`config.mk`:
```
export PLATFORM = sky130hd
export DESIGN_NAME = mem_stage
export DESIGN_NICKNAME = d
export VERILOG_FILES = /design/src/source/mmu_pkg.sv /design/src/source/cpu_stage_pkg.sv /design/src/source/mem_stage.sv /design/src/source/operand_swap.sv /design/src/source/seg_limit_check.sv /design/src/source/tlb_lookup.sv
export SDC_FILE = /design/constraint.sdc
export NUM_CORES = 1
export LEC_CHECK = 0
export BUFFER_PORTS_ARGS = -buffer_cell sky130_fd_sc_hd__buf_2
export CAP_MARGIN = 20
export CORE_AREA = 2 2 348 350
export CTS_BUF_LIST = sky130_fd_sc_hd__clkbuf_2 sky130_fd_sc_hd__clkbuf_4 sky130_fd_sc_hd__clkbuf_8
export DETAILED_ROUTE_END_ITERATION = 6
export DIE_AREA = 0 0 350 352
export GPL_ROUTABILITY_DRIVEN = 0
export SETUP_SLACK_MARGIN = 0.15
export SLEW_MARGIN = 20
export SYNTH_ARGS = -nofsm -noshare
export SYNTH_HDL_FRONTEND = slang
export SYNTH_SLANG_ARGS = --single-unit
```
`constraint.sdc`:
```
create_clock -name clk -period 8.54 [get_ports clk]
set_input_delay 1.281 -clock clk [delete_from_list [all_inputs] [get_ports clk]]
set_output_delay 1.281 -clock clk [all_outputs]
set_load 0.005 [all_outputs]
```
`src/source/mmu_pkg.sv`:
```
package mmu_pkg;

    // fully associative, all entries compared in parallel
    localparam int TLB_ENTRIES = 8;

    // 4 KB pages
    localparam int PAGE_OFFSET_W = 12;

    // virtual page number is the top of the linear address
    localparam int VPN_W = 20;

    // physical frame number joins the page offset to form the
    // physical address
    localparam int PFN_W = 20;

    // table widths when the entries are packed side by side,
    // entry i sits at [i*VPN_W +: VPN_W]
    localparam int VP_TABLE_W = TLB_ENTRIES * VPN_W;
    localparam int PF_TABLE_W = TLB_ENTRIES * PFN_W;

endpackage

```
`src/source/cpu_stage_pkg.sv`:
```
package cpu_stage_pkg;

    // datapath widths
    localparam int DATA_W     = 64;
    localparam int ADDR_W     = 32;
    localparam int SEG_W      = 16;
    localparam int IMM_W      = 32;
    localparam int DEST_IDX_W = 3;
    localparam int ALUK_W     = 5;
    localparam int IE_TYPE_W  = 4;

    // operand size, number of low bytes kept
    localparam int OPSIZE_W = 2;
    localparam logic [OPSIZE_W-1:0] OPSIZE_8  = 2'd0;
    localparam logic [OPSIZE_W-1:0] OPSIZE_16 = 2'd1;
    localparam logic [OPSIZE_W-1:0] OPSIZE_32 = 2'd2;
    localparam logic [OPSIZE_W-1:0] OPSIZE_64 = 2'd3;

    // operand source select, unlisted codes give zero
    localparam int OPSEL_W = 3;
    localparam logic [OPSEL_W-1:0] OPSEL_REG1 = 3'd0;
    localparam logic [OPSEL_W-1:0] OPSEL_REG2 = 3'd1;
    localparam logic [OPSEL_W-1:0] OPSEL_SEG  = 3'd2;
    localparam logic [OPSEL_W-1:0] OPSEL_IMM  = 3'd3;
    localparam logic [OPSEL_W-1:0] OPSEL_EIP  = 3'd4;

    localparam int DEST_TYPE_W = 2;
    localparam logic [DEST_TYPE_W-1:0] DEST_NONE = 2'd0;
    localparam logic [DEST_TYPE_W-1:0] DEST_REG  = 2'd1;
    localparam logic [DEST_TYPE_W-1:0] DEST_SEG  = 2'd2;
    localparam logic [DEST_TYPE_W-1:0] DEST_MEM  = 2'd3;

    localparam int MEM_RW_W = 2;
    localparam logic [MEM_RW_W-1:0] MEM_NONE  = 2'd0;
    localparam logic [MEM_RW_W-1:0] MEM_READ  = 2'd1;
    localparam logic [MEM_RW_W-1:0] MEM_WRITE = 2'd2;

    // bit positions in IE_type, upper two bits come from earlier stages
    localparam int IE_PROT = 0;
    localparam int IE_PAGE = 1;

endpackage
```
`src/source/mem_stage.sv`:
```
`timescale 1ns/1ps

module mem_stage
    import cpu_stage_pkg::*, mmu_pkg::*;
(
    input  logic                   clk,
    input  logic                   rst,
    input  logic                   clr,
    input  logic                   valid_in,
    input  logic [OPSIZE_W-1:0]    opsize_in,
    input  logic [MEM_RW_W-1:0]    mem_rw,
    input  logic [ADDR_W-1:0]      mem_addr,
    input  logic [ADDR_W-1:0]      mem_addr_end,
    input  logic [ADDR_W-1:0]      seg_limit,
    input  logic [DATA_W-1:0]      reg1,
    input  logic [DATA_W-1:0]      reg2,
    input  logic [SEG_W-1:0]       seg,
    input  logic [IMM_W-1:0]       imm,
    input  logic [ADDR_W-1:0]      eip_in,
    input  logic [OPSEL_W-1:0]     op1_sel,
    input  logic [OPSEL_W-1:0]     op2_sel,
    input  logic [DEST_TYPE_W-1:0] dest_type,
    input  logic [DEST_IDX_W-1:0]  dest_idx,
    input  logic                   IE_in,
    input  logic [IE_TYPE_W-1:0]   IE_type_in,
    input  logic [ALUK_W-1:0]      aluk_in,
    input  logic                   is_br_in,
    input  logic [VP_TABLE_W-1:0]  vp_table,
    input  logic [PF_TABLE_W-1:0]  pf_table,
    input  logic [TLB_ENTRIES-1:0] entry_v,
    input  logic [TLB_ENTRIES-1:0] entry_p,
    input  logic [TLB_ENTRIES-1:0] entry_rw,
    output logic                   valid_out,
    output logic [ADDR_W-1:0]      eip_out,
    output logic                   IE_out,
    output logic [IE_TYPE_W-1:0]   IE_type_out,
    output logic [OPSIZE_W-1:0]    opsize_out,
    output logic [DATA_W-1:0]      op1_val,
    output logic [DATA_W-1:0]      op2_val,
    output logic [ADDR_W-1:0]      dest_addr,
    output logic                   dest_is_reg,
    output logic                   dest_is_seg,
    output logic                   dest_is_mem,
    output logic [ALUK_W-1:0]      aluk_out,
    output logic                   is_br_out
);

    logic                 mem_access;
    logic                 mem_write;
    logic [ADDR_W-1:0]    phys_addr;
    logic                 tlb_miss_raw;
    logic                 tlb_prot_raw;
    logic                 tlb_miss;
    logic                 tlb_prot;
    logic                 seg_prot;
    logic [DATA_W-1:0]    op1_next;
    logic [DATA_W-1:0]    op2_next;
    logic [ADDR_W-1:0]    dest_addr_next;
    logic                 dest_is_reg_next;
    logic                 dest_is_seg_next;
    logic                 dest_is_mem_next;
    logic                 ie_next;
    logic [IE_TYPE_W-1:0] ie_type_next;

    assign mem_access = mem_rw != MEM_NONE;
    assign mem_write  = mem_rw == MEM_WRITE;

    tlb_lookup tlb_lookup_inst (
        .mem_addr  (mem_addr),
        .write     (mem_write),
        .vp_table  (vp_table),
        .pf_table  (pf_table),
        .entry_v   (entry_v),
        .entry_p   (entry_p),
        .entry_rw  (entry_rw),
        .phys_addr (phys_addr),
        .tlb_miss  (tlb_miss_raw),
        .tlb_prot  (tlb_prot_raw)
    );

    seg_limit_check seg_limit_check_inst (
        .mem_addr_end (mem_addr_end),
        .seg_limit    (seg_limit),
        .access       (mem_access),
        .seg_prot     (seg_prot)
    );

    operand_swap operand_swap_inst (
        .reg1        (reg1),
        .reg2        (reg2),
        .seg         (seg),
        .imm         (imm),
        .eip         (eip_in),
        .phys_addr   (phys_addr),
        .op1_sel     (op1_sel),
        .op2_sel     (op2_sel),
        .opsize      (opsize_in),
        .dest_type   (dest_type),
        .dest_idx    (dest_idx),
        .op1_val     (op1_next),
        .op2_val     (op2_next),
        .dest_addr   (dest_addr_next),
        .dest_is_reg (dest_is_reg_next),
        .dest_is_seg (dest_is_seg_next),
        .dest_is_mem (dest_is_mem_next)
    );

    // tlb faults only matter for an instruction that touches memory
    assign tlb_miss = mem_access & tlb_miss_raw;
    assign tlb_prot = mem_access & tlb_prot_raw;

    // merge new faults into what earlier stages reported
    always_comb begin
        ie_type_next          = IE_type_in;
        ie_type_next[IE_PROT] = IE_type_in[IE_PROT] | seg_prot | tlb_prot;
        ie_type_next[IE_PAGE] = IE_type_in[IE_PAGE] | tlb_miss;
    end

    assign ie_next = IE_in | seg_prot | tlb_prot | tlb_miss;

    // stage register, flush clears the control bits only
    always_ff @(posedge clk) begin
        if (rst || clr) begin
            valid_out   <= 1'b0;
            IE_out      <= 1'b0;
            dest_is_reg <= 1'b0;
            dest_is_seg <= 1'b0;
            dest_is_mem <= 1'b0;
        end else if (!valid_in) begin
            // bubble, payload holds
            valid_out <= 1'b0;
        end else begin
            valid_out   <= 1'b1;
            eip_out     <= eip_in;
            IE_out      <= ie_next;
            IE_type_out <= ie_type_next;
            opsize_out  <= opsize_in;
            op1_val     <= op1_next;
            op2_val     <= op2_next;
            dest_addr   <= dest_addr_next;
            dest_is_reg <= dest_is_reg_next;
            dest_is_seg <= dest_is_seg_next;
            dest_is_mem <= dest_is_mem_next;
            aluk_out    <= aluk_in;
            is_br_out   <= is_br_in;
        end
    end

endmodule

```
`src/source/operand_swap.sv`:
```
`timescale 1ns/1ps

module operand_swap
    import cpu_stage_pkg::*;
(
    input  logic [DATA_W-1:0]      reg1,
    input  logic [DATA_W-1:0]      reg2,
    input  logic [SEG_W-1:0]       seg,
    input  logic [IMM_W-1:0]       imm,
    input  logic [ADDR_W-1:0]      eip,
    input  logic [ADDR_W-1:0]      phys_addr,
    input  logic [OPSEL_W-1:0]     op1_sel,
    input  logic [OPSEL_W-1:0]     op2_sel,
    input  logic [OPSIZE_W-1:0]    opsize,
    input  logic [DEST_TYPE_W-1:0] dest_type,
    input  logic [DEST_IDX_W-1:0]  dest_idx,
    output logic [DATA_W-1:0]      op1_val,
    output logic [DATA_W-1:0]      op2_val,
    output logic [ADDR_W-1:0]      dest_addr,
    output logic                   dest_is_reg,
    output logic                   dest_is_seg,
    output logic                   dest_is_mem
);

    logic [DATA_W-1:0] size_mask;
    logic [DATA_W-1:0] seg_ext;
    logic [DATA_W-1:0] imm_ext;
    logic [DATA_W-1:0] eip_ext;

    assign seg_ext = {{(DATA_W-SEG_W){1'b0}}, seg};
    // immediate is signed, everything else zero-extends
    assign imm_ext = {{(DATA_W-IMM_W){imm[IMM_W-1]}}, imm};
    assign eip_ext = {{(DATA_W-ADDR_W){1'b0}}, eip};

    function automatic logic [DATA_W-1:0] pick(
        input logic [OPSEL_W-1:0] sel,
        input logic [DATA_W-1:0]  r1,
        input logic [DATA_W-1:0]  r2,
        input logic [DATA_W-1:0]  s,
        input logic [DATA_W-1:0]  i,
        input logic [DATA_W-1:0]  e
    );
        case (sel)
            OPSEL_REG1: pick = r1;
            OPSEL_REG2: pick = r2;
            OPSEL_SEG:  pick = s;
            OPSEL_IMM:  pick = i;
            OPSEL_EIP:  pick = e;
            default:    pick = '0;
        endcase
    endfunction

    always_comb begin
        case (opsize)
            OPSIZE_8:  size_mask = {{(DATA_W-8){1'b0}}, {8{1'b1}}};
            OPSIZE_16: size_mask = {{(DATA_W-16){1'b0}}, {16{1'b1}}};
            OPSIZE_32: size_mask = {{(DATA_W-32){1'b0}}, {32{1'b1}}};
            OPSIZE_64: size_mask = {DATA_W{1'b1}};
            default:   size_mask = {DATA_W{1'b1}};
        endcase
    end

    assign op1_val = pick(op1_sel, reg1, reg2, seg_ext, imm_ext, eip_ext) & size_mask;
    assign op2_val = pick(op2_sel, reg1, reg2, seg_ext, imm_ext, eip_ext) & size_mask;

    // destination decode
    assign dest_is_reg = dest_type == DEST_REG;
    assign dest_is_seg = dest_type == DEST_SEG;
    assign dest_is_mem = dest_type == DEST_MEM;

    always_comb begin
        case (dest_type)
            DEST_REG, DEST_SEG: dest_addr = {{(ADDR_W-DEST_IDX_W){1'b0}}, dest_idx};
            DEST_MEM:           dest_addr = phys_addr;
            DEST_NONE:          dest_addr = '0;
            default:            dest_addr = '0;
        endcase
    end

endmodule

```
`src/source/seg_limit_check.sv`:
```
`timescale 1ns/1ps

module seg_limit_check
    import cpu_stage_pkg::*;
(
    input  logic [ADDR_W-1:0] mem_addr_end,
    input  logic [ADDR_W-1:0] seg_limit,
    input  logic              access,
    output logic              seg_prot
);

    logic end_gt_limit;
    logic end_eq_limit;
    logic past_limit;

    // unsigned magnitude compare of the last byte against the limit
    assign end_gt_limit = mem_addr_end > seg_limit;
    assign end_eq_limit = mem_addr_end == seg_limit;

    // the limit itself is already outside the segment
    assign past_limit = end_gt_limit | end_eq_limit;

    // only a real read or write can fault
    assign seg_prot = access & past_limit;

endmodule

```
`src/source/tlb_lookup.sv`:
```
`timescale 1ns/1ps

module tlb_lookup
    import cpu_stage_pkg::*, mmu_pkg::*;
(
    input  logic [ADDR_W-1:0]      mem_addr,
    input  logic                   write,
    input  logic [VP_TABLE_W-1:0]  vp_table,
    input  logic [PF_TABLE_W-1:0]  pf_table,
    input  logic [TLB_ENTRIES-1:0] entry_v,
    input  logic [TLB_ENTRIES-1:0] entry_p,
    input  logic [TLB_ENTRIES-1:0] entry_rw,
    output logic [ADDR_W-1:0]      phys_addr,
    output logic                   tlb_miss,
    output logic                   tlb_prot
);

    logic [VPN_W-1:0]       vpn;
    logic [TLB_ENTRIES-1:0] match;
    logic [PFN_W-1:0]       pfn;
    logic                   hit;

    assign vpn = mem_addr[ADDR_W-1 -: VPN_W];

    // one comparator per entry
    genvar gi;
    generate
        for (gi = 0; gi < TLB_ENTRIES; gi++) begin : g_cmp
            assign match[gi] = entry_v[gi] & entry_p[gi]
                               & (vp_table[gi*VPN_W +: VPN_W] == vpn);
        end
    endgenerate

    // match is one-hot on a legal table, so an OR of the gated frames
    // acts as the select mux
    always_comb begin
        pfn = '0;
        for (int i = 0; i < TLB_ENTRIES; i++) begin
            if (match[i]) begin
                pfn = pfn | pf_table[i*PFN_W +: PFN_W];
            end
        end
    end

    assign hit      = |match;
    assign tlb_miss = ~hit;

    // write into a read-only page
    assign tlb_prot = write & |(match & ~entry_rw);

    // zero on a miss so a faulting access never carries a stale frame
    assign phys_addr = hit ? {pfn, mem_addr[PAGE_OFFSET_W-1:0]} : '0;

endmodule

```
* Yosys cells after proc, flatten, opt, wreduce, memory -nomap -nowiden
Index checks and enable logic that the tools add are counted.
Storage, ports and cells: register bits 209, word-level logic and storage cells 102
Cells by class: order comparisons 1, eq/ne operators 24, mux-type cells 14, bitwise operators 40, reduce and logical (&&, ||, !) cells 10
Operators by type and width (number):
- case mux 64 bit (5 select lines) | 2
- case mux 64 bit (4 select lines) | 1
- == test 20 bit | 8
- two-way mux 20 bit | 8
- bitwise OR 20 bit | 7
- bitwise AND 64 bit | 2
- case mux 32 bit (3 select lines) | 1
- == test 32 bit | 1
- greater-than comparator 32 bit | 1
- two-way mux 32 bit | 1
- bitwise AND 1 bit | 20
- OR reduction 8 bit | 2
- == test 3 x 2 -> 1 bit, second input constant | 4
- == test 2 bit, second input constant | 5
- bitwise AND 8 bit | 1
- NOT 8 bit | 1
- bitwise OR 1 bit | 7
- == test 3 x 1 -> 1 bit, second input constant | 2
- == test 3 bit, second input constant | 2
- logical NOT 3 bit | 2
- == test 2 x 1 -> 1 bit, second input constant | 2
- logical NOT 2 bit | 2
- NOT 1 bit | 2
- AND reduction 2 bit | 1
- other kinds (4) | 4

* Depth between registers and ports, before layout
Gate-level depths: netlist (run 1).
word-level depth 19, depth in mapped cells 9, mapped depth without buffers 9

* Cells and area by module
A second synthesis (run 1) with hierarchy kept.
Unflattened totals: cells, all modules 1311, area, all modules 13965.9 um^2
By module, submodules not included:
- mem_stage | instances 1, cells an instance 229, area each 6354.8 um^2, sequential area each 6226.0 um^2
- operand_swap | instances 1, cells an instance 510, area each 3462.1 um^2, sequential area each 0.0 um^2
- tlb_lookup | instances 1, cells an instance 460, area each 3342.0 um^2, sequential area each 0.0 um^2
- seg_limit_check | instances 1, cells an instance 112, area each 807.0 um^2, sequential area each 0.0 um^2

* Worst setup path after synthesis (run 1)
Ideal clock, no wire load.
path type in2reg, start point input port valid_in, end point register IE_type_out[0], enable pin, arrival time 6.200 ns, required time 7.950 ns, slack 1.749 ns, cell stages on the path 2, cell sequence clkbuf_1 and2_1
Between the ends: longest elaborated chain between the ends 1
Ends and longest elaborated chain:
- start: declaration | RTL line mem_stage.sv:9 | input logic valid_in,
- AND reduction 2 bit (no line)
- end signal: assignment | RTL line mem_stage.sv:136 | IE_type_out <= ie_type_next;
- end: declaration | RTL line mem_stage.sv:36 | output logic [IE_TYPE_W-1:0] IE_type_out,
No other way between the ends. A chain may end at the register's enable or synchronous reset.

* Worst setup path after layout (run 1)
start point input port mem_addr[26], end point register dest_addr[24] (data pin)
Between the ends: longest elaborated chain between the ends 19, elaborated cells between the ends (all ways) 34, those cells by class eq/ne (8); mux (10); bitwise (15); reduce/logical (1)
Ends and longest elaborated chain:
- start: declaration | RTL line mem_stage.sv:12 | input logic [ADDR_W-1:0] mem_addr,
- == test 20 bit | RTL line tlb_lookup.sv:30 | & (vp_table[gi*VPN_W +: VPN_W] == vpn);
- bitwise AND 1 bit | RTL line tlb_lookup.sv:30
- two-way mux 20 bit | RTL line tlb_lookup.sv:39 | if (match[i]) begin
- bitwise OR 20 bit | RTL line tlb_lookup.sv:40 | pfn = pfn | pf_table[i*PFN_W +: PFN_W];
- two-way mux 20 bit | RTL line tlb_lookup.sv:39
- bitwise OR 20 bit | RTL line tlb_lookup.sv:40
- two-way mux 20 bit | RTL line tlb_lookup.sv:39
- bitwise OR 20 bit | RTL line tlb_lookup.sv:40
- (+4 left out)
- two-way mux 20 bit | RTL line tlb_lookup.sv:39
- bitwise OR 20 bit | RTL line tlb_lookup.sv:40
- two-way mux 20 bit | RTL line tlb_lookup.sv:39
- bitwise OR 20 bit | RTL line tlb_lookup.sv:40
- two-way mux 20 bit | RTL line tlb_lookup.sv:39
- two-way mux 32 bit * | RTL line tlb_lookup.sv:52 | assign phys_addr = hit ? {pfn, mem_addr[PAGE_OFFSET_W-1:0]} : '0;
- case mux 32 bit (3 select lines) * | RTL line operand_swap.sv:72 | case (dest_type)
- via dest_addr_next[24] | RTL line mem_stage.sv:58 | logic [ADDR_W-1:0] dest_addr_next;
- end signal: assignment | RTL line mem_stage.sv:140 | dest_addr <= dest_addr_next;
- end: declaration | RTL line mem_stage.sv:40 | output logic [ADDR_W-1:0] dest_addr,
The timed path passes the listed nets; every way through them passes the cells marked *.

==> metrics, run 1 <==
status completed; core box area 119,300 um2; Site Rows approximately 130; Worst Setup End Kind register; Ys Warns 0; Synth Net Count ~2k; Post-Syn Area between 10,000 and 15,000 um2; Post-synth ARST share 0; number of synthesized flops with an enable pin approximately 200; gr ovfl total 0; H-tree depth 2; sequential area share after synthesis 0.4632; R2R cell count 2; Arrival @ worst endpoint between 4000 and 5000 ps; RSZ-0062 raised after global routing no; Hold Path Stages 2; Initial Utilization 0.1126; top post-synthesis cells by area edfxtp_1 46%, a22oi_1 11%, xnor2_1 6.0%; Final Hold Vio Count 0; Final Max Slew Viols 0; setup total negative slack 0 ps; Hold Buf Count CTS 0; post-synth top area share 0.4557; Post-CTS Resized 0; Largest regs op1_val (64), op2_val (64); Clock Sinks around 210; VDD IR max between 0.0001 and 0.00015 V; post-route ant nets 0; final setup violation count 0; worst slew pin tran 1145 ps; Critical path buffers and inverters 3; final worst-path cycle share 0.4790; crit-path cells buf_2 -> xor2_1 -> nor4_1 -> nand4_1 -> nor4b_4 -> buf_4 -> or4_4 -> o21ai_4 -> buf_4 -> a31oi_2; post-synthesis adder-cell area fraction 0.03351; Wirelength per Cell between 20 and 30 um; final-layout fill cell count 13.45k; CTS tree done; Avg Inst Size Synth 10.89 um2; Synth cell types between 50 and 60; XOR/XNOR Fraction of Synth Area 0.1043; Final Skew 0 ps; most used flip-flop cell after synthesis edfxtp_1; initial antenna violation count between 100 and 150; Die H 352 um; synth cell count leaders 204 x a22oi_1, 204 x edfxtp_1, 118 x a21oi_1, 92 x xnor2_1, 68 x xor2_1; slew margin rel. 0.2367; cell taking the most area after synthesis edfxtp_1; Ports between 800 and 900; P&R area growth vs syn 53.94%; CP max-delay cell nor4b_4; DR vias/cell between 4 and 5; Final #Nets between 2k and 3k; Initial DRT Pass Iterations 6; DP Wirelength between 80,000 and 90,000 um; clk buf depth 3; share of cells above drive strength 1 0.4897; max frequency around 0.24 GHz; CP Class primary input to register; mux cell area share after synthesis 0.03007; IO buf count between 800 and 900; Finished Layout Cells 3,771; drt initial violations roughly 1.2k; Synth Area in Compound Gates 0.2369; Synth Instances 1,234; largest net degree at the start of global routing 100; pwr dens 145.0 nW/um2; Worst EP required between 9000 and 10,000 ps; fin util 0.1734; GRT Overall Usage 0.1630; Die X roughly 350 um; Leak between 7 and 8 nW; final WL approximately 110,000 um; Pwr Total around 3 mW; CTS root buffer clkbuf_8; # Post-CTS Setup Buffers 0; Stages on worst setup path 10; via count 15.74k; Top cell by count, worst path buf_4; Hold/Removal Path Class register to register; largest family of logic cells by synthesized area compound AO/OA/AOI/OAI gates; synthesis-stage register bit count 209; CTS Buf Count 45; Die ar. roughly 120,000 um2; simple-gate portion of the synthesized area 0.08108; clk_lat worst skew ~640 ps; DRC Markers 0; vias in the first global route 15.44k; family with the most delay on the worst path simple AND/OR/NAND/NOR gates; first-pass GRT wire length 135,900 um; CP startpoint kind primary input; max incr delay on CP ~910 ps; DP Cell Count around 3.7k; max cap viols 0; post-layout minimum cycle time ~4000 ps; CP max FO 16; Worst-path clk slew 60 ps
==> area by class of cell <==
class,count,area [um2],share of cell area
Timing Repair Buffer,911,4634,0.2240
Tap cell,1612,2017,0.09747
Multi-Input combinational cell,877,6615,0.3197
Inverter,49,183.9,0.008889
Clock buffer,59,730.7,0.03531
Antenna cell,31,77.57,0.003749
Clock inverter,23,207.7,0.01004
Sequential cell,209,6226,0.3009
==> placed cells by master, fill, tap and decap left out, drive strengths merged, types with 4 or more instances in the layout <==
cell type,instances
inv,50
a31oi,25
buf,911
nor2b,6
nand3,12
and2,5
a21oi,118
nand4b,4
nor4,25
clkinvlp,4
edfxtp,204
nor2,46
o22a,9
o21ai,17
a221oi,20
ha,36
diode,31
mux2i,19
xor2,68
clkbuf,59
a221o,7
nor3,20
nand4,34
clkinv,15
dfxtp,5
a22oi,204
a21o,14
xnor2,92
nand2,22
o22ai,7
mux2,15
a22o,20
==> worst paths after layout <==
check,from,slack (ps),to
max,mem_addr[26],4450,dest_addr[24]
max reg2reg,dest_is_mem,7880,dest_is_mem
min reg2reg,dest_is_seg,530,dest_is_seg
min,dest_is_seg,530,dest_is_seg
==> metrics by stage <==
step | instance area (um2) | setup slack (ps) | hold slack [ps]
after CTS | 20610 | 4483 | 540.7
after global routing | 20670 | 4305 | 555.9
after detailed placement | 19670 | 3717 | 531.1
after global placement | 19670 | 3711 | 520.2
final | 20690 | 4450 | 533.5
after floorplan | 13440 | 1749 | 508.6
==> kinds of logic after synthesis <==
kind of cell | Yosys count
adders and majority gates | 36
and+or+nand+nor | 192
buffers and inverters | 148
muxes | 36
AOI/OAI and AO/OA | 453
xor gates and xnor gates | 160
DFF | 209
==> metal layers <==
metal	track usage	share of wire
met3	0.05318	0.099
met4	0.06664	0.051
met5	0	0.0015
met1	0.1774	0.36
met2	0.2885	0.49
==> tightest hold or removal path, cell delays in order, from the launching register on <==
cell and delay (ps):
dfxtp_1 310, mux2i_1 120, nor3_1 60
==> where the power goes <==
part / total (mW) / internal [mW] / switching [mW] / leakage, nW
Sequential: 1.19 / 1.17 / 0.0130 / 1.68
Clock: 1.21 / 0.655 / 0.554 / 0.486
Combinational: 0.605 / 0.257 / 0.348 / 5.62
(Power assumes the default switching activity.)
==> run 2, diff against run 1 <==
- clock period: 8.54 -> 3.9 ns (I/O delays scaled with it)
==> metrics, run 2 (synthesis results as in run 1) <==
status completed; CP startpoint kind primary input; pwr dens roughly 310 nW/um2; CTS tree done; crit-path cells buf_2 -> xor2_1 -> nor4_1 -> nand4_1 -> nor2_2 -> buf_4 -> a22o_1 -> a221oi_1 -> a31oi_1; first-pass GRT wire length 137,300 um; Initial DRT Pass Iterations 7; RSZ-0062 raised after global routing no; family with the most delay on the worst path compound AO/OA/AOI/OAI gates; Post-CTS Resized 0; Final Hold Vio Count 0; worst slew pin tran 1024 ps; FF-to-FF End dest_is_reg; slew margin rel. 0.3175; CP max-delay cell a221oi_1; Clock Sinks about 210; Die ar. ~120,000 um2; Critical path buffers and inverters 2; Hold/Removal Path Class primary input to register; max incr delay on CP between 600 and 700 ps; Final #Nets between 2k and 3k; setup total negative slack 0 ps; Arrival @ worst endpoint 2960 ps; final-layout fill cell count ~13k; clk_lat worst skew 640 ps; CTS root buffer clkbuf_8; Met1 Routed Length 37,430 um; via count about 16k; reg-to-reg setup timing slack ~3200 ps; P&R area growth vs syn 54.84%; DRC Markers 0; clk buf depth 3; final WL 106,200 um; max cap viols 0; DR vias/cell roughly 4.1; # Post-CTS Setup Buffers 0; R2R cell count 2; Hold Slack approximately 130 ps; DR top layer met5; Worst EP required ~4300 ps; fin util 0.1744; initial antenna violation count between 100 and 150; Pwr Total about 6.4 mW; Die X about 350 um; Critical R2R Launch dest_is_reg; met3 WL post-DR 9682 um; share of cells above drive strength 1 0.4930; Worst Setup End Kind register; Ports around 890; Worst Hold Endpoint aluk_out[3]; commonest non-fill, non-tap cell in the layout buf_2; dpl ws between 600 and 700 ps; vias in the first global route approximately 15k; CTS Buf Count 42; Final Skew 0 ps; Hold Buf Count CTS 0; post-layout minimum cycle time approximately 2600 ps; max frequency between 0.3 and 0.4 GHz; Final Max Slew Viols 0; Die H approximately 350 um; detailed route wirelength on metal2 53,570 um; final setup violation count 0; most frequent cells in the layout 886 x buf_2, 204 x edfxtp_1, 204 x a22oi_1; Worst-path clk slew around 60 ps; IO buf count between 800 and 900; drt initial violations 1,222; CP Class primary input to register; Leak between 7 and 8 nW; final worst-path cycle share 0.6637; Initial Utilization 0.1126; gr ovfl total 0; largest net degree at the start of global routing 64; DP Wirelength about 92,000 um; VDD IR max roughly 0.00019 V; core box area 119,300 um2; H-tree depth 2; Site Rows 127; Wirelength per Cell about 28 um; post-route ant nets 0; Largest regs op1_val (64), op2_val (64); Hold Path Stages 1; GRT Overall Usage 0.1649; fin worst setup slack between 1000 and 1500 ps; hold_sp aluk_in[3]; CP max FO 21
[run 2: cell types whose count changed in the layout (fill, tap and decap cells not counted)]
cell / change
nor3_2: +1
clkbuf_8: -3
buf_12: +5
clkinv_1: -5
clkbuf_4: +5
clkinvlp_4: -3
diode_2: +11
buf_4: +9
nor3_4: -1
inv_6: -1
clkinv_2: -3
[run 2: metal layers]
| layer | up-vias | GRT usage |
|---|---|---|
| li1 | 6631 | - |
| met1 | 7489 | 0.1769 |
| met2 | 1097 | 0.3010 |
| met3 | 286 | 0.04800 |
| met4 | 22 | 0.06345 |
| met5 | - | 0 |
[run 2: power breakdown]
part,internal (mW),total [mW],switching (mW)
clock,1.39,2.50,1.11
sequential,2.57,2.60,0.0290
combinational,0.575,1.34,0.769
total,4.54,6.45,1.91
[run 2: worst max-delay path by stage]
stage	start	slack [ps]	endpoint	cells after the start
5_1_grt	mem_addr[23]	1350	IE_out	9
3_5_place_dp	mem_addr[21]	690	dest_addr[15]	9
2_1_floorplan	valid_in	1130	IE_type_out[0]	2
6_report	mem_addr[21]	1310	dest_addr[23]	9
4_1_cts	mem_addr[21]	1500	dest_addr[15]	9
3_3_place_gp	mem_addr[21]	710	dest_addr[15]	9
[run 2: area by class of cell]
type	instances	area [um2]	share of cell area
Timing Repair Buffer	925	4802	0.2307
Clock inverter	11	142.6	0.006853
Clock buffer	61	726.9	0.03493
Inverter	49	183.9	0.008837
Sequential cell	209	6226	0.2991
Multi-Input combinational cell	877	6609	0.3175
Antenna cell	42	105.1	0.005050
Tap cell	1612	2017	0.09691
[run 2: through the flow]
step / instance area [um2] / std cells
floorplan: 13440 / 1234
global placement: 19840 / 3672
detailed placement: 19840 / 3672
CTS: 20710 / 3744
global route: 20760 / 3764
finish: 20810 / 3786
[run 2: worst register-to-register path: stages, from the launching register on]
cell	delay, ps
dfxtp_1	390
mux2i_1	90
nor3_1	120
